<file path="src/hw/isaPkg.sv">
package isaPkg;

  typedef enum logic [5:0] {
    opRType = 6'h00,
    opJ     = 6'h02,
    opBeq   = 6'h04,
    opBne   = 6'h05,
    opAddi  = 6'h08,
    opLw    = 6'h23,
    opSw    = 6'h2b
  } opcodeT;

  typedef enum logic [5:0] {
    fnSll = 6'h00,
    fnSrl = 6'h02,
    fnSra = 6'h03,
    fnAdd = 6'h20,
    fnSub = 6'h22,
    fnAnd = 6'h24,
    fnSlt = 6'h2a
  } functT;

  typedef struct packed {
    opcodeT     opcode;
    logic [4:0] rs;
    logic [4:0] rt;
    logic [4:0] rd;
    logic [4:0] shamt;
    functT      funct;
  } rTypeT;

  typedef struct packed {
    opcodeT      opcode;
    logic [4:0]  rs;
    logic [4:0]  rt;
    logic [15:0] imm; // Also low bits of the jump target
  } iTypeT;

  typedef union packed {
    rTypeT r;
    iTypeT i;
  } instrU;

  typedef enum logic [2:0] {
    aluAdd,
    aluSub,
    aluAnd,
    aluSlt,
    aluSll,
    aluSrl,
    aluSra
  } aluOpT;

  typedef enum logic {srcPc, srcRegA} aluSrcAT;

  typedef enum logic [1:0] {srcRegB, srcFour, srcSignImm, srcShiftImm} aluSrcBT;

  typedef enum logic [1:0] {pcAluResult, pcAluOut, pcJump} pcSrcT;

  typedef struct packed {
    logic    pcWrite;
    logic    irWrite;
    logic    regWrite;
    logic    aluOutWrite;
    logic    mdrWrite;
    logic    iorD;     // 1 selects ALUOut as address
    logic    regDst;   // 1 selects rd
    logic    memToReg;
    aluSrcAT aluSrcA;
    aluSrcBT aluSrcB;
    aluOpT   aluOp;
    pcSrcT   pcSource;
  } ctrlT;

endpackage

</file>
<file path="src/hw/busPkg.sv">
package busPkg;

  localparam int AddrWidth = 32;
  localparam int DataWidth = 32;

  // Master side of AXI4-Lite
  typedef struct packed {
    logic                   awvalid;
    logic [AddrWidth-1:0]   awaddr;
    logic                   wvalid;
    logic [DataWidth-1:0]   wdata;
    logic [DataWidth/8-1:0] wstrb;
    logic                   bready;
    logic                   arvalid;
    logic [AddrWidth-1:0]   araddr;
    logic                   rready;
  } axiReqT;

  // Slave side
  typedef struct packed {
    logic                 awready;
    logic                 wready;
    logic                 bvalid;
    logic [1:0]           bresp;
    logic                 arready;
    logic                 rvalid;
    logic [DataWidth-1:0] rdata;
    logic [1:0]           rresp;
  } axiRspT;

  typedef struct packed {
    logic start; // One-cycle pulse
    logic write;
  } memCmdT;

endpackage

</file>
<file path="src/hw/regFile.sv">
`timescale 1ns/1ns

module regFile (
  input  logic        clock,
  input  logic        reset,
  input  logic [4:0]  readAddrA,
  input  logic [4:0]  readAddrB,
  input  logic [4:0]  writeAddr,
  input  logic        writeEnable,
  input  logic [31:0] writeData,
  output logic [31:0] readDataA,
  output logic [31:0] readDataB
);

  logic [31:0] regs [32];

  always_ff @(posedge clock) begin
    if (reset) begin
      for (int k = 0; k < 32; k++) begin
        regs[k] <= '0;
      end
    end else if (writeEnable && writeAddr != 5'd0) begin
      regs[writeAddr] <= writeData; // $0 keeps its reset value
    end
  end

  assign readDataA = regs[readAddrA];
  assign readDataB = regs[readAddrB];

endmodule

</file>
<file path="src/hw/alu.sv">
`timescale 1ns/1ns

module alu (
  input  isaPkg::aluOpT op,
  input  logic [31:0]   a,
  input  logic [31:0]   b,
  input  logic [4:0]    shamt,
  output logic [31:0]   result,
  output logic          zero
);

  always_comb begin
    case (op)
      isaPkg::aluSub: result = a - b;
      isaPkg::aluAnd: result = a & b;
      isaPkg::aluSlt: result = {31'd0, $signed(a) < $signed(b)};
      // Shifts act on b, as rt in the R-type encoding
      isaPkg::aluSll: result = b << shamt;
      isaPkg::aluSrl: result = b >> shamt;
      isaPkg::aluSra: result = $unsigned($signed(b) >>> shamt);
      default:        result = a + b;
    endcase
  end

  assign zero = (result == 32'd0);

endmodule

</file>
<file path="src/hw/dataPath.sv">
`timescale 1ns/1ns

module dataPath #(
  parameter logic [busPkg::AddrWidth-1:0] ResetPc = '0
) (
  input  logic                         clock,
  input  logic                         reset,
  input  isaPkg::ctrlT                 ctrl,
  input  logic [busPkg::DataWidth-1:0] rdata,
  input  logic                         memDone,
  output isaPkg::instrU                instr,
  output logic                         zero,
  output logic [busPkg::AddrWidth-1:0] memAddr,
  output logic [busPkg::DataWidth-1:0] memWdata
);

  logic [busPkg::AddrWidth-1:0] pc;
  logic [busPkg::AddrWidth-1:0] pcNext;
  logic [busPkg::AddrWidth-1:0] jumpTarget;
  isaPkg::instrU                ir;
  logic [31:0]                  regA;
  logic [31:0]                  regB;
  logic [31:0]                  aluOut;
  logic [31:0]                  mdr;
  logic [31:0]                  readDataA;
  logic [31:0]                  readDataB;
  logic [31:0]                  signImm;
  logic [31:0]                  aluA;
  logic [31:0]                  aluB;
  logic [31:0]                  aluResult;
  logic [4:0]                   writeReg;
  logic [31:0]                  writeData;

  assign instr      = ir;
  assign signImm    = {{16{ir.i.imm[15]}}, ir.i.imm};
  assign jumpTarget = {pc[31:28], ir.i.rs, ir.i.rt, ir.i.imm, 2'b00};
  assign memAddr    = ctrl.iorD ? aluOut : pc;
  assign memWdata   = regB;
  assign writeReg   = ctrl.regDst ? ir.r.rd : ir.r.rt;
  assign writeData  = ctrl.memToReg ? mdr : aluOut;
  assign aluA       = (ctrl.aluSrcA == isaPkg::srcRegA) ? regA : pc;

  always_comb begin
    case (ctrl.aluSrcB)
      isaPkg::srcFour:     aluB = 32'd4;
      isaPkg::srcSignImm:  aluB = signImm;
      isaPkg::srcShiftImm: aluB = signImm << 2; // Word offset for branches
      default:             aluB = regB;
    endcase
  end

  always_comb begin
    case (ctrl.pcSource)
      isaPkg::pcAluOut: pcNext = aluOut;
      isaPkg::pcJump:   pcNext = jumpTarget;
      default:          pcNext = aluResult;
    endcase
  end

  always_ff @(posedge clock) begin
    if (reset) pc <= ResetPc;
    else if (ctrl.pcWrite) pc <= pcNext;
  end

  always_ff @(posedge clock) begin
    if (memDone && ctrl.irWrite) ir <= rdata;
    if (memDone && ctrl.mdrWrite) mdr <= rdata;
    if (ctrl.aluOutWrite) aluOut <= aluResult;
    regA <= readDataA; // A and B follow IR every cycle
    regB <= readDataB;
  end

  regFile i_regFile (
    .clock       (clock),
    .reset       (reset),
    .readAddrA   (ir.r.rs),
    .readAddrB   (ir.r.rt),
    .writeAddr   (writeReg),
    .writeEnable (ctrl.regWrite),
    .writeData   (writeData),
    .readDataA   (readDataA),
    .readDataB   (readDataB)
  );

  alu i_alu (
    .op     (ctrl.aluOp),
    .a      (aluA),
    .b      (aluB),
    .shamt  (ir.r.shamt),
    .result (aluResult),
    .zero   (zero)
  );

endmodule

</file>
<file path="src/hw/controlFsm.sv">
`timescale 1ns/1ns

module controlFsm (
  input  logic           clock,
  input  logic           reset,
  input  isaPkg::instrU  instr,
  input  logic           zero,
  input  logic           memDone,
  output isaPkg::ctrlT   ctrl,
  output busPkg::memCmdT memCmd
);

  typedef enum logic [3:0] {
    fetch,
    fetchWait,
    decode,
    execR,
    execAddi,
    execBranch,
    execJump,
    memAddr,
    memIssue,
    memWait,
    loadWrite,
    writeback
  } stateT;

  stateT state;
  stateT stateNext;
  logic  started;
  logic  isStore;

  function automatic isaPkg::aluOpT functToOp(isaPkg::functT funct);
    case (funct)
      isaPkg::fnSub: return isaPkg::aluSub;
      isaPkg::fnAnd: return isaPkg::aluAnd;
      isaPkg::fnSlt: return isaPkg::aluSlt;
      isaPkg::fnSll: return isaPkg::aluSll;
      isaPkg::fnSrl: return isaPkg::aluSrl;
      isaPkg::fnSra: return isaPkg::aluSra;
      default:       return isaPkg::aluAdd;
    endcase
  endfunction

  assign isStore = (instr.i.opcode == isaPkg::opSw);

  always_ff @(posedge clock) begin
    if (reset) begin
      state   <= fetch;
      started <= 1'b0;
    end else begin
      state   <= stateNext;
      started <= 1'b1; // First fetch waits one cycle out of reset
    end
  end

  always_comb begin
    ctrl          = '0;
    ctrl.aluSrcA  = isaPkg::srcPc;
    ctrl.aluSrcB  = isaPkg::srcRegB;
    ctrl.aluOp    = isaPkg::aluAdd;
    ctrl.pcSource = isaPkg::pcAluResult;
    memCmd        = '0;
    stateNext     = state;

    case (state)
      fetch: begin
        if (started) begin
          memCmd.start  = 1'b1;
          ctrl.pcWrite  = 1'b1; // PC + 4 while the bridge takes the old PC
          ctrl.aluSrcB  = isaPkg::srcFour;
          stateNext     = fetchWait;
        end
      end
      fetchWait: begin
        ctrl.irWrite = 1'b1;
        if (memDone) stateNext = decode;
      end
      decode: begin
        // Branch target into ALUOut
        ctrl.aluSrcB     = isaPkg::srcShiftImm;
        ctrl.aluOutWrite = 1'b1;
        case (instr.i.opcode)
          isaPkg::opRType: begin
            case (instr.r.funct)
              isaPkg::fnAdd, isaPkg::fnSub, isaPkg::fnAnd, isaPkg::fnSlt,
              isaPkg::fnSll, isaPkg::fnSrl, isaPkg::fnSra: stateNext = execR;
              default: stateNext = fetch;
            endcase
          end
          isaPkg::opAddi:             stateNext = execAddi;
          isaPkg::opLw, isaPkg::opSw: stateNext = memAddr;
          isaPkg::opBeq, isaPkg::opBne: stateNext = execBranch;
          isaPkg::opJ:                stateNext = execJump;
          default:                    stateNext = fetch; // Unknown opcode is a no-op
        endcase
      end
      execR: begin
        ctrl.aluSrcA     = isaPkg::srcRegA;
        ctrl.aluSrcB     = isaPkg::srcRegB;
        ctrl.aluOp       = functToOp(instr.r.funct);
        ctrl.aluOutWrite = 1'b1;
        stateNext        = writeback;
      end
      execAddi: begin
        ctrl.aluSrcA     = isaPkg::srcRegA;
        ctrl.aluSrcB     = isaPkg::srcSignImm;
        ctrl.aluOutWrite = 1'b1;
        stateNext        = writeback;
      end
      execBranch: begin
        ctrl.aluSrcA  = isaPkg::srcRegA;
        ctrl.aluSrcB  = isaPkg::srcRegB;
        ctrl.aluOp    = isaPkg::aluSub;
        ctrl.pcSource = isaPkg::pcAluOut;
        ctrl.pcWrite  = (instr.i.opcode == isaPkg::opBeq) ? zero : !zero;
        stateNext     = fetch;
      end
      execJump: begin
        ctrl.pcSource = isaPkg::pcJump;
        ctrl.pcWrite  = 1'b1;
        stateNext     = fetch;
      end
      memAddr: begin
        ctrl.aluSrcA     = isaPkg::srcRegA;
        ctrl.aluSrcB     = isaPkg::srcSignImm;
        ctrl.aluOutWrite = 1'b1;
        stateNext        = memIssue;
      end
      memIssue: begin
        ctrl.iorD    = 1'b1;
        memCmd.start = 1'b1;
        memCmd.write = isStore;
        stateNext    = memWait;
      end
      memWait: begin
        ctrl.iorD     = 1'b1;
        ctrl.mdrWrite = !isStore;
        if (memDone) stateNext = isStore ? fetch : loadWrite;
      end
      loadWrite: begin
        ctrl.regWrite = 1'b1;
        ctrl.memToReg = 1'b1; // rt gets MDR
        stateNext     = fetch;
      end
      writeback: begin
        ctrl.regWrite = 1'b1;
        ctrl.regDst   = (instr.i.opcode == isaPkg::opRType);
        stateNext     = fetch;
      end
      default: stateNext = fetch;
    endcase
  end

endmodule

</file>
<file path="src/hw/memBridge.sv">
`timescale 1ns/1ns

module memBridge (
  input  logic                         clock,
  input  logic                         reset,
  input  busPkg::memCmdT               memCmd,
  input  logic [busPkg::AddrWidth-1:0] memAddr,
  input  logic [busPkg::DataWidth-1:0] memWdata,
  output logic                         memDone,
  output logic [busPkg::DataWidth-1:0] rdata,
  output busPkg::axiReqT               axiReq,
  input  busPkg::axiRspT               axiRsp
);

  typedef enum logic [1:0] {busIdle, busRead, busWrite} stateT;

  stateT                        state;
  logic                         addrDone; // AW or AR accepted
  logic                         dataDone; // W accepted
  logic [busPkg::AddrWidth-1:0] addrReg;
  logic [busPkg::DataWidth-1:0] dataReg;

  always_comb begin
    axiReq         = '0;
    axiReq.awvalid = (state == busWrite) && !addrDone;
    axiReq.awaddr  = addrReg;
    axiReq.wvalid  = (state == busWrite) && !dataDone;
    axiReq.wdata   = dataReg;
    axiReq.wstrb   = '1;
    axiReq.bready  = (state == busWrite);
    axiReq.arvalid = (state == busRead) && !addrDone;
    axiReq.araddr  = addrReg;
    axiReq.rready  = (state == busRead) && addrDone;
  end

  // Done in the cycle of the R or B handshake
  assign memDone = (axiReq.rready && axiRsp.rvalid) || (axiReq.bready && axiRsp.bvalid);
  assign rdata   = axiRsp.rdata;

  always_ff @(posedge clock) begin
    if (reset) begin
      state    <= busIdle;
      addrDone <= 1'b0;
      dataDone <= 1'b0;
    end else begin
      case (state)
        busIdle: begin
          if (memCmd.start) begin
            state    <= memCmd.write ? busWrite : busRead;
            addrDone <= 1'b0;
            dataDone <= 1'b0;
          end
        end
        busRead: begin
          if (axiReq.arvalid && axiRsp.arready) addrDone <= 1'b1;
          if (memDone) state <= busIdle;
        end
        busWrite: begin
          if (axiReq.awvalid && axiRsp.awready) addrDone <= 1'b1;
          if (axiReq.wvalid && axiRsp.wready) dataDone <= 1'b1;
          if (memDone) state <= busIdle;
        end
        default: state <= busIdle;
      endcase
    end
  end

  // Held stable for the whole transaction
  always_ff @(posedge clock) begin
    if (state == busIdle && memCmd.start) begin
      addrReg <= memAddr;
      dataReg <= memWdata;
    end
  end

endmodule

</file>
<file path="src/hw/cpuTop.sv">
`timescale 1ns/1ns

module cpuTop #(
  parameter logic [31:0] ResetPc = 32'hbfc0_0000
) (
  input  logic           clock,
  input  logic           reset,
  output busPkg::axiReqT axiReq,
  input  busPkg::axiRspT axiRsp
);

  isaPkg::ctrlT                 ctrl;
  isaPkg::instrU                instr;
  logic                         zero;
  busPkg::memCmdT               memCmd;
  logic                         memDone;
  logic [busPkg::DataWidth-1:0] rdata;
  logic [busPkg::AddrWidth-1:0] memAddr;
  logic [busPkg::DataWidth-1:0] memWdata;

  controlFsm i_control (
    .clock   (clock),
    .reset   (reset),
    .instr   (instr),
    .zero    (zero),
    .memDone (memDone),
    .ctrl    (ctrl),
    .memCmd  (memCmd)
  );

  dataPath #(.ResetPc(ResetPc)) i_dataPath (
    .clock    (clock),
    .reset    (reset),
    .ctrl     (ctrl),
    .rdata    (rdata),
    .memDone  (memDone),
    .instr    (instr),
    .zero     (zero),
    .memAddr  (memAddr),
    .memWdata (memWdata)
  );

  memBridge i_memBridge (
    .clock    (clock),
    .reset    (reset),
    .memCmd   (memCmd),
    .memAddr  (memAddr),
    .memWdata (memWdata),
    .memDone  (memDone),
    .rdata    (rdata),
    .axiReq   (axiReq),
    .axiRsp   (axiRsp)
  );

endmodule

</file>
<file path="config.mk">
export PLATFORM = sky130hd
export DESIGN_NAME = cpuTop
export DESIGN_NICKNAME = d
export VERILOG_FILES = /design/src/hw/isaPkg.sv /design/src/hw/busPkg.sv /design/src/hw/regFile.sv /design/src/hw/alu.sv /design/src/hw/dataPath.sv /design/src/hw/controlFsm.sv /design/src/hw/memBridge.sv /design/src/hw/cpuTop.sv
export SDC_FILE = /design/constraint.sdc
export NUM_CORES = 2
export LEC_CHECK = 0
export BUFFER_PORTS_ARGS = -buffer_cell sky130_fd_sc_hd__clkbuf_2
export CORE_ASPECT_RATIO = 0.7
export CORE_MARGIN = 5
export CORE_UTILIZATION = 45
export CTS_CLUSTER_SIZE = 14
export DETAILED_ROUTE_END_ITERATION = 16
export MAX_ROUTING_LAYER = met4
export PLACE_DENSITY = 0.67
export RECOVER_POWER = 25
export SKIP_CTS_REPAIR_TIMING = 1
export SLEW_MARGIN = 0
export SYNTH_ARGS = -nofsm -noshare
export SYNTH_HDL_FRONTEND = slang
export SYNTH_HIERARCHICAL = 1
export SYNTH_SLANG_ARGS = --single-unit
</file>
<file path="constraint.sdc">
create_clock -name clock -period 15.95 [get_ports clock]
set_clock_uncertainty 0.2 [all_clocks]
set_input_delay 0.7975 -clock clock [delete_from_list [all_inputs] [get_ports clock]]
set_output_delay 0.7975 -clock clock [all_outputs]
set_load 0.03 [all_outputs]
</file>
==> results.md <==
* Outcome: complete, but fails checks
* Failing checks: max-capacitance violations, max-slew violations
* Clock tree from TritonCTS: done
* Via count of the routed design at 57600
* Number of DRC violations after detailed-routing iteration 0 at 7988
* Die Outline Area at 177000 um^2
* Worst Max-Slew Pin Slew at 7.67 ns
* Combined flip-flop and latch cell area at 37700 um^2
* Hold violation total from the final report at 0
* Kind of cell with the highest combined delay on the critical path: simple AND/OR/NAND/NOR gates
* Detailed-route wire length per cell at 32.6 um
* Relative slew margins at -412%
* Wire length of the first global-routing pass at 406 mm
* Max-slew violations at 786
* Number of storage elements in the synthesis netlist at 1289
* Post-synthesis instance total at 6755
* Peak supply drop at 0.0000880 V
* Maximum number of pins on one net before global-route repair at 123
* Class of the most critical setup path: flip-flop to flip-flop
* Synth warnings at 6
* Antenna violations before repair at 19
* Arrival @ worst endpoint at 12.55 ns
* Starting density of the core at 45.2%
* Cell area after synthesis at 76000 um^2
* Proportion of synthesized chip area in sequential cells at 49.6%
* Clock-pin slew on the worst setup and hold paths at 0.06 ns
* Weighted congestion at the end of routability-driven global placement at 1.03
* Async S/R FF share, synth at 0%
* Area of the placeable core at 168000 um^2
* Worst setup SP type: flip-flop
* Critical Path Fanout Max at 31
* Port bufs at 139
* Via/cell ratio at 6.46
* Global Route Usage Sum at 32.6%
* Depth of the worst register-to-register path at 27
* Worst hold path startpoint: axiRsp[10]
* Cell type with the highest aggregate area in the netlist: sky130_fd_sc_hd__edfxtp_1
* Die width at 501 um
* TritonCTS Buffers at 133
* Post-layout power at 9.73 mW
* Reg-to-reg endpoint: i_dataPath/pc[20]
* Area fraction of the dominant cell type after synthesis at 46.8%
* Worst-skew pair later-pin latency at 0.79 ns
* Register bank with the most flops: i_dataPath/i_regFile/regs
* Max FFs per register at 1024
* Final Worst Setup Slack at 3.68 ns
* Total grt overflow at 0
* Multi-input gate area at 34700 um^2
* H-tree lvl count at 4
* Most Frequent Cell on Critical Path: sky130_fd_sc_hd__buf_4
* Synth Flop Type: sky130_fd_sc_hd__edfxtp_1
* Number of standard cells in the final layout excluding fillers at 8921
* Place WS at 4.77 ns
* Number of enable-type register cells in the synthesized netlist at 1184
* Register-to-Register Setup Slack at 3.68 ns
* Number of distinct library cell variants in the gate-level netlist after synthesis at 100
* Worst Hold Class: input pin to flip-flop
* Post-layout minimum cycle time at 12.27 ns
* Number of global-route vias before repair at 53600
* Highest cell delay on the worst timing path at 1.07 ns
* TritonCTS Sinks at 1289
* Launch point of the worst reg-to-reg path: i_control/state[0]
* Cells taking the most area after synthesis: sky130_fd_sc_hd__edfxtp_1, sky130_fd_sc_hd__mux2i_1, sky130_fd_sc_hd__and2_1
* Total placed cells including tap cells at 8652
* Commonest non-fill, non-tap cell in the layout: sky130_fd_sc_hd__edfxtp_1
* First-pass detailed-route iteration total at 6
* Area overhead of the layout relative to synthesis at 7.69%
* Maximum count of clock buffers along a single path at 3
* Max Cap Violations at 20
* Worst EP required at 16.23 ns
* RSZ-0062 raised after global routing: false
* Static power due to leakage at 31.8 nW
* Avg Inst Size Synth at 11.2 um^2
* Areal power density over the cells at 119 nW/um^2
* Proportion of layout cells with a drive suffix above 1 at 9.01%
* Final setup fails at 0
* Layout net count at 6670
* Commonest non-fill, non-tap cells in the layout: sky130_fd_sc_hd__edfxtp_1, sky130_fd_sc_hd__mux2i_1, sky130_fd_sc_hd__and2_1
* Fill count at 14900
* Post-Route Utilization at 48.6%
* Sum Neg Setup Slack at 0 ns
* Buffer cell driving the clock tree root: sky130_fd_sc_hd__clkbuf_16
* Share of the cycle needed by the critical path after routing at 76.9%
* Crit end category: flip-flop
* Remaining number of nets flagged by the antenna check after routing at 0
* CP bufs+invs at 7
* Vertical die dimension at 354 um
* Total number of placement rows at 126
* # IOs at 148
* Wire length reported by the detailed router at 291 mm
* Worst Hold Depth at 1
* DRC Markers at 0
* HPWL after detailed placement at 196 mm
* Crit path max-delay cell type: sky130_fd_sc_hd__o22ai_1
* Endpoint with the worst hold slack: i_dataPath/mdr[8]
* Maximum clock rate at 0.0815 GHz
-- metal layers --
metal	GRT usage (%)	up-vias	wire, um
li1	-	24600	-
met1	48.7	29100	130000
met2	42.7	3556	116000
met3	9.28	452	36200
met4	9.17	0	8690
met5	-	-	0
-- kinds of logic after synthesis --
kind of cell	share of synthesized area, %
and+or+nand+nor	15.4
muxes	17.7
AOI/OAI and AO/OA	10.8
DFF	49.6
other	0.00989
buffers and inverters	5.09
adders and majority gates	1.22
xor gates and xnor gates	0.231
-- cell usage after synthesis (10+ instances only) --
cell	instances
sky130_fd_sc_hd__nand3_1	237
sky130_fd_sc_hd__ha_1	71
sky130_fd_sc_hd__nand2b_1	34
sky130_fd_sc_hd__or3_1	19
sky130_fd_sc_hd__clkbuf_1	314
sky130_fd_sc_hd__a31oi_1	90
sky130_fd_sc_hd__nor2_1	159
sky130_fd_sc_hd__and2_1	1008
sky130_fd_sc_hd__o21a_1	10
sky130_fd_sc_hd__nor2b_1	29
sky130_fd_sc_hd__a21o_1	34
sky130_fd_sc_hd__o21ai_0	110
sky130_fd_sc_hd__buf_1	41
sky130_fd_sc_hd__a22oi_1	207
sky130_fd_sc_hd__nor3_1	126
sky130_fd_sc_hd__mux2_2	116
sky130_fd_sc_hd__buf_4	139
sky130_fd_sc_hd__a22o_1	144
sky130_fd_sc_hd__nor4_1	23
sky130_fd_sc_hd__o22ai_1	46
sky130_fd_sc_hd__nand2_1	358
sky130_fd_sc_hd__nand4_1	14
sky130_fd_sc_hd__buf_6	21
sky130_fd_sc_hd__a2111oi_0	10
sky130_fd_sc_hd__dfxtp_1	105
sky130_fd_sc_hd__o31ai_1	19
sky130_fd_sc_hd__inv_1	91
sky130_fd_sc_hd__edfxtp_1	1184
sky130_fd_sc_hd__buf_2	160
sky130_fd_sc_hd__xnor2_1	14
sky130_fd_sc_hd__or2_2	39
sky130_fd_sc_hd__a211oi_1	32
sky130_fd_sc_hd__o211ai_1	31
sky130_fd_sc_hd__clkbuf_2	11
sky130_fd_sc_hd__a21oi_1	312
sky130_fd_sc_hd__mux2i_1	1092
sky130_fd_sc_hd__a221oi_1	38
sky130_fd_sc_hd__mux4_2	52
sky130_fd_sc_hd__a211o_1	11
-- layout make-up --
type                            instances  share of cell area (%)
Antenna cell                           20                  0.0612
Clock buffer                          172                    4.37
Clock inverter                         70                   0.827
Inverter                               94                   0.431
Multi-Input combinational cell       4714                    42.4
Sequential cell                      1289                    46.0
Tap cell                             2240                    3.43
Timing Repair Buffer                  322                    2.43
-- worst max path at each step --
stage / cells after the start / endpoint / slack (ns) / start
5_1_grt: 29 / i_dataPath/pc[14] / 3.56 / i_control/state[0]
4_1_cts: 29 / i_dataPath/pc[20] / 4.66 / i_control/state[0]
3_5_place_dp: 29 / i_dataPath/pc[9] / 4.77 / i_control/state[0]
3_3_place_gp: 29 / i_dataPath/pc[8] / 4.83 / i_control/state[0]
6_report: 27 / i_dataPath/pc[20] / 3.68 / i_control/state[0]
2_1_floorplan: 30 / i_dataPath/pc[6] / 9.44 / i_control/state[1]
-- where the power goes --
part | internal [mW] | switching [mW] | leakage, nW
registers | 3.92 | 0.124 | 12.9
clock network | 1.73 | 1.40 | 2.09
logic | 0.715 | 1.84 | 16.8
total | 6.36 | 3.36 | 31.8
-- through the flow --
stage / cell area, um^2 / hold slack, ns
finish: 81800 / 0.0553
global placement: 77700 / 0.228
CTS: 82000 / -0.0514
detailed placement: 77700 / 0.236
global route: 81800 / 0.0388
floorplan: 76100 / 0.208
Note: power is estimated with default switching activity, not from simulation.
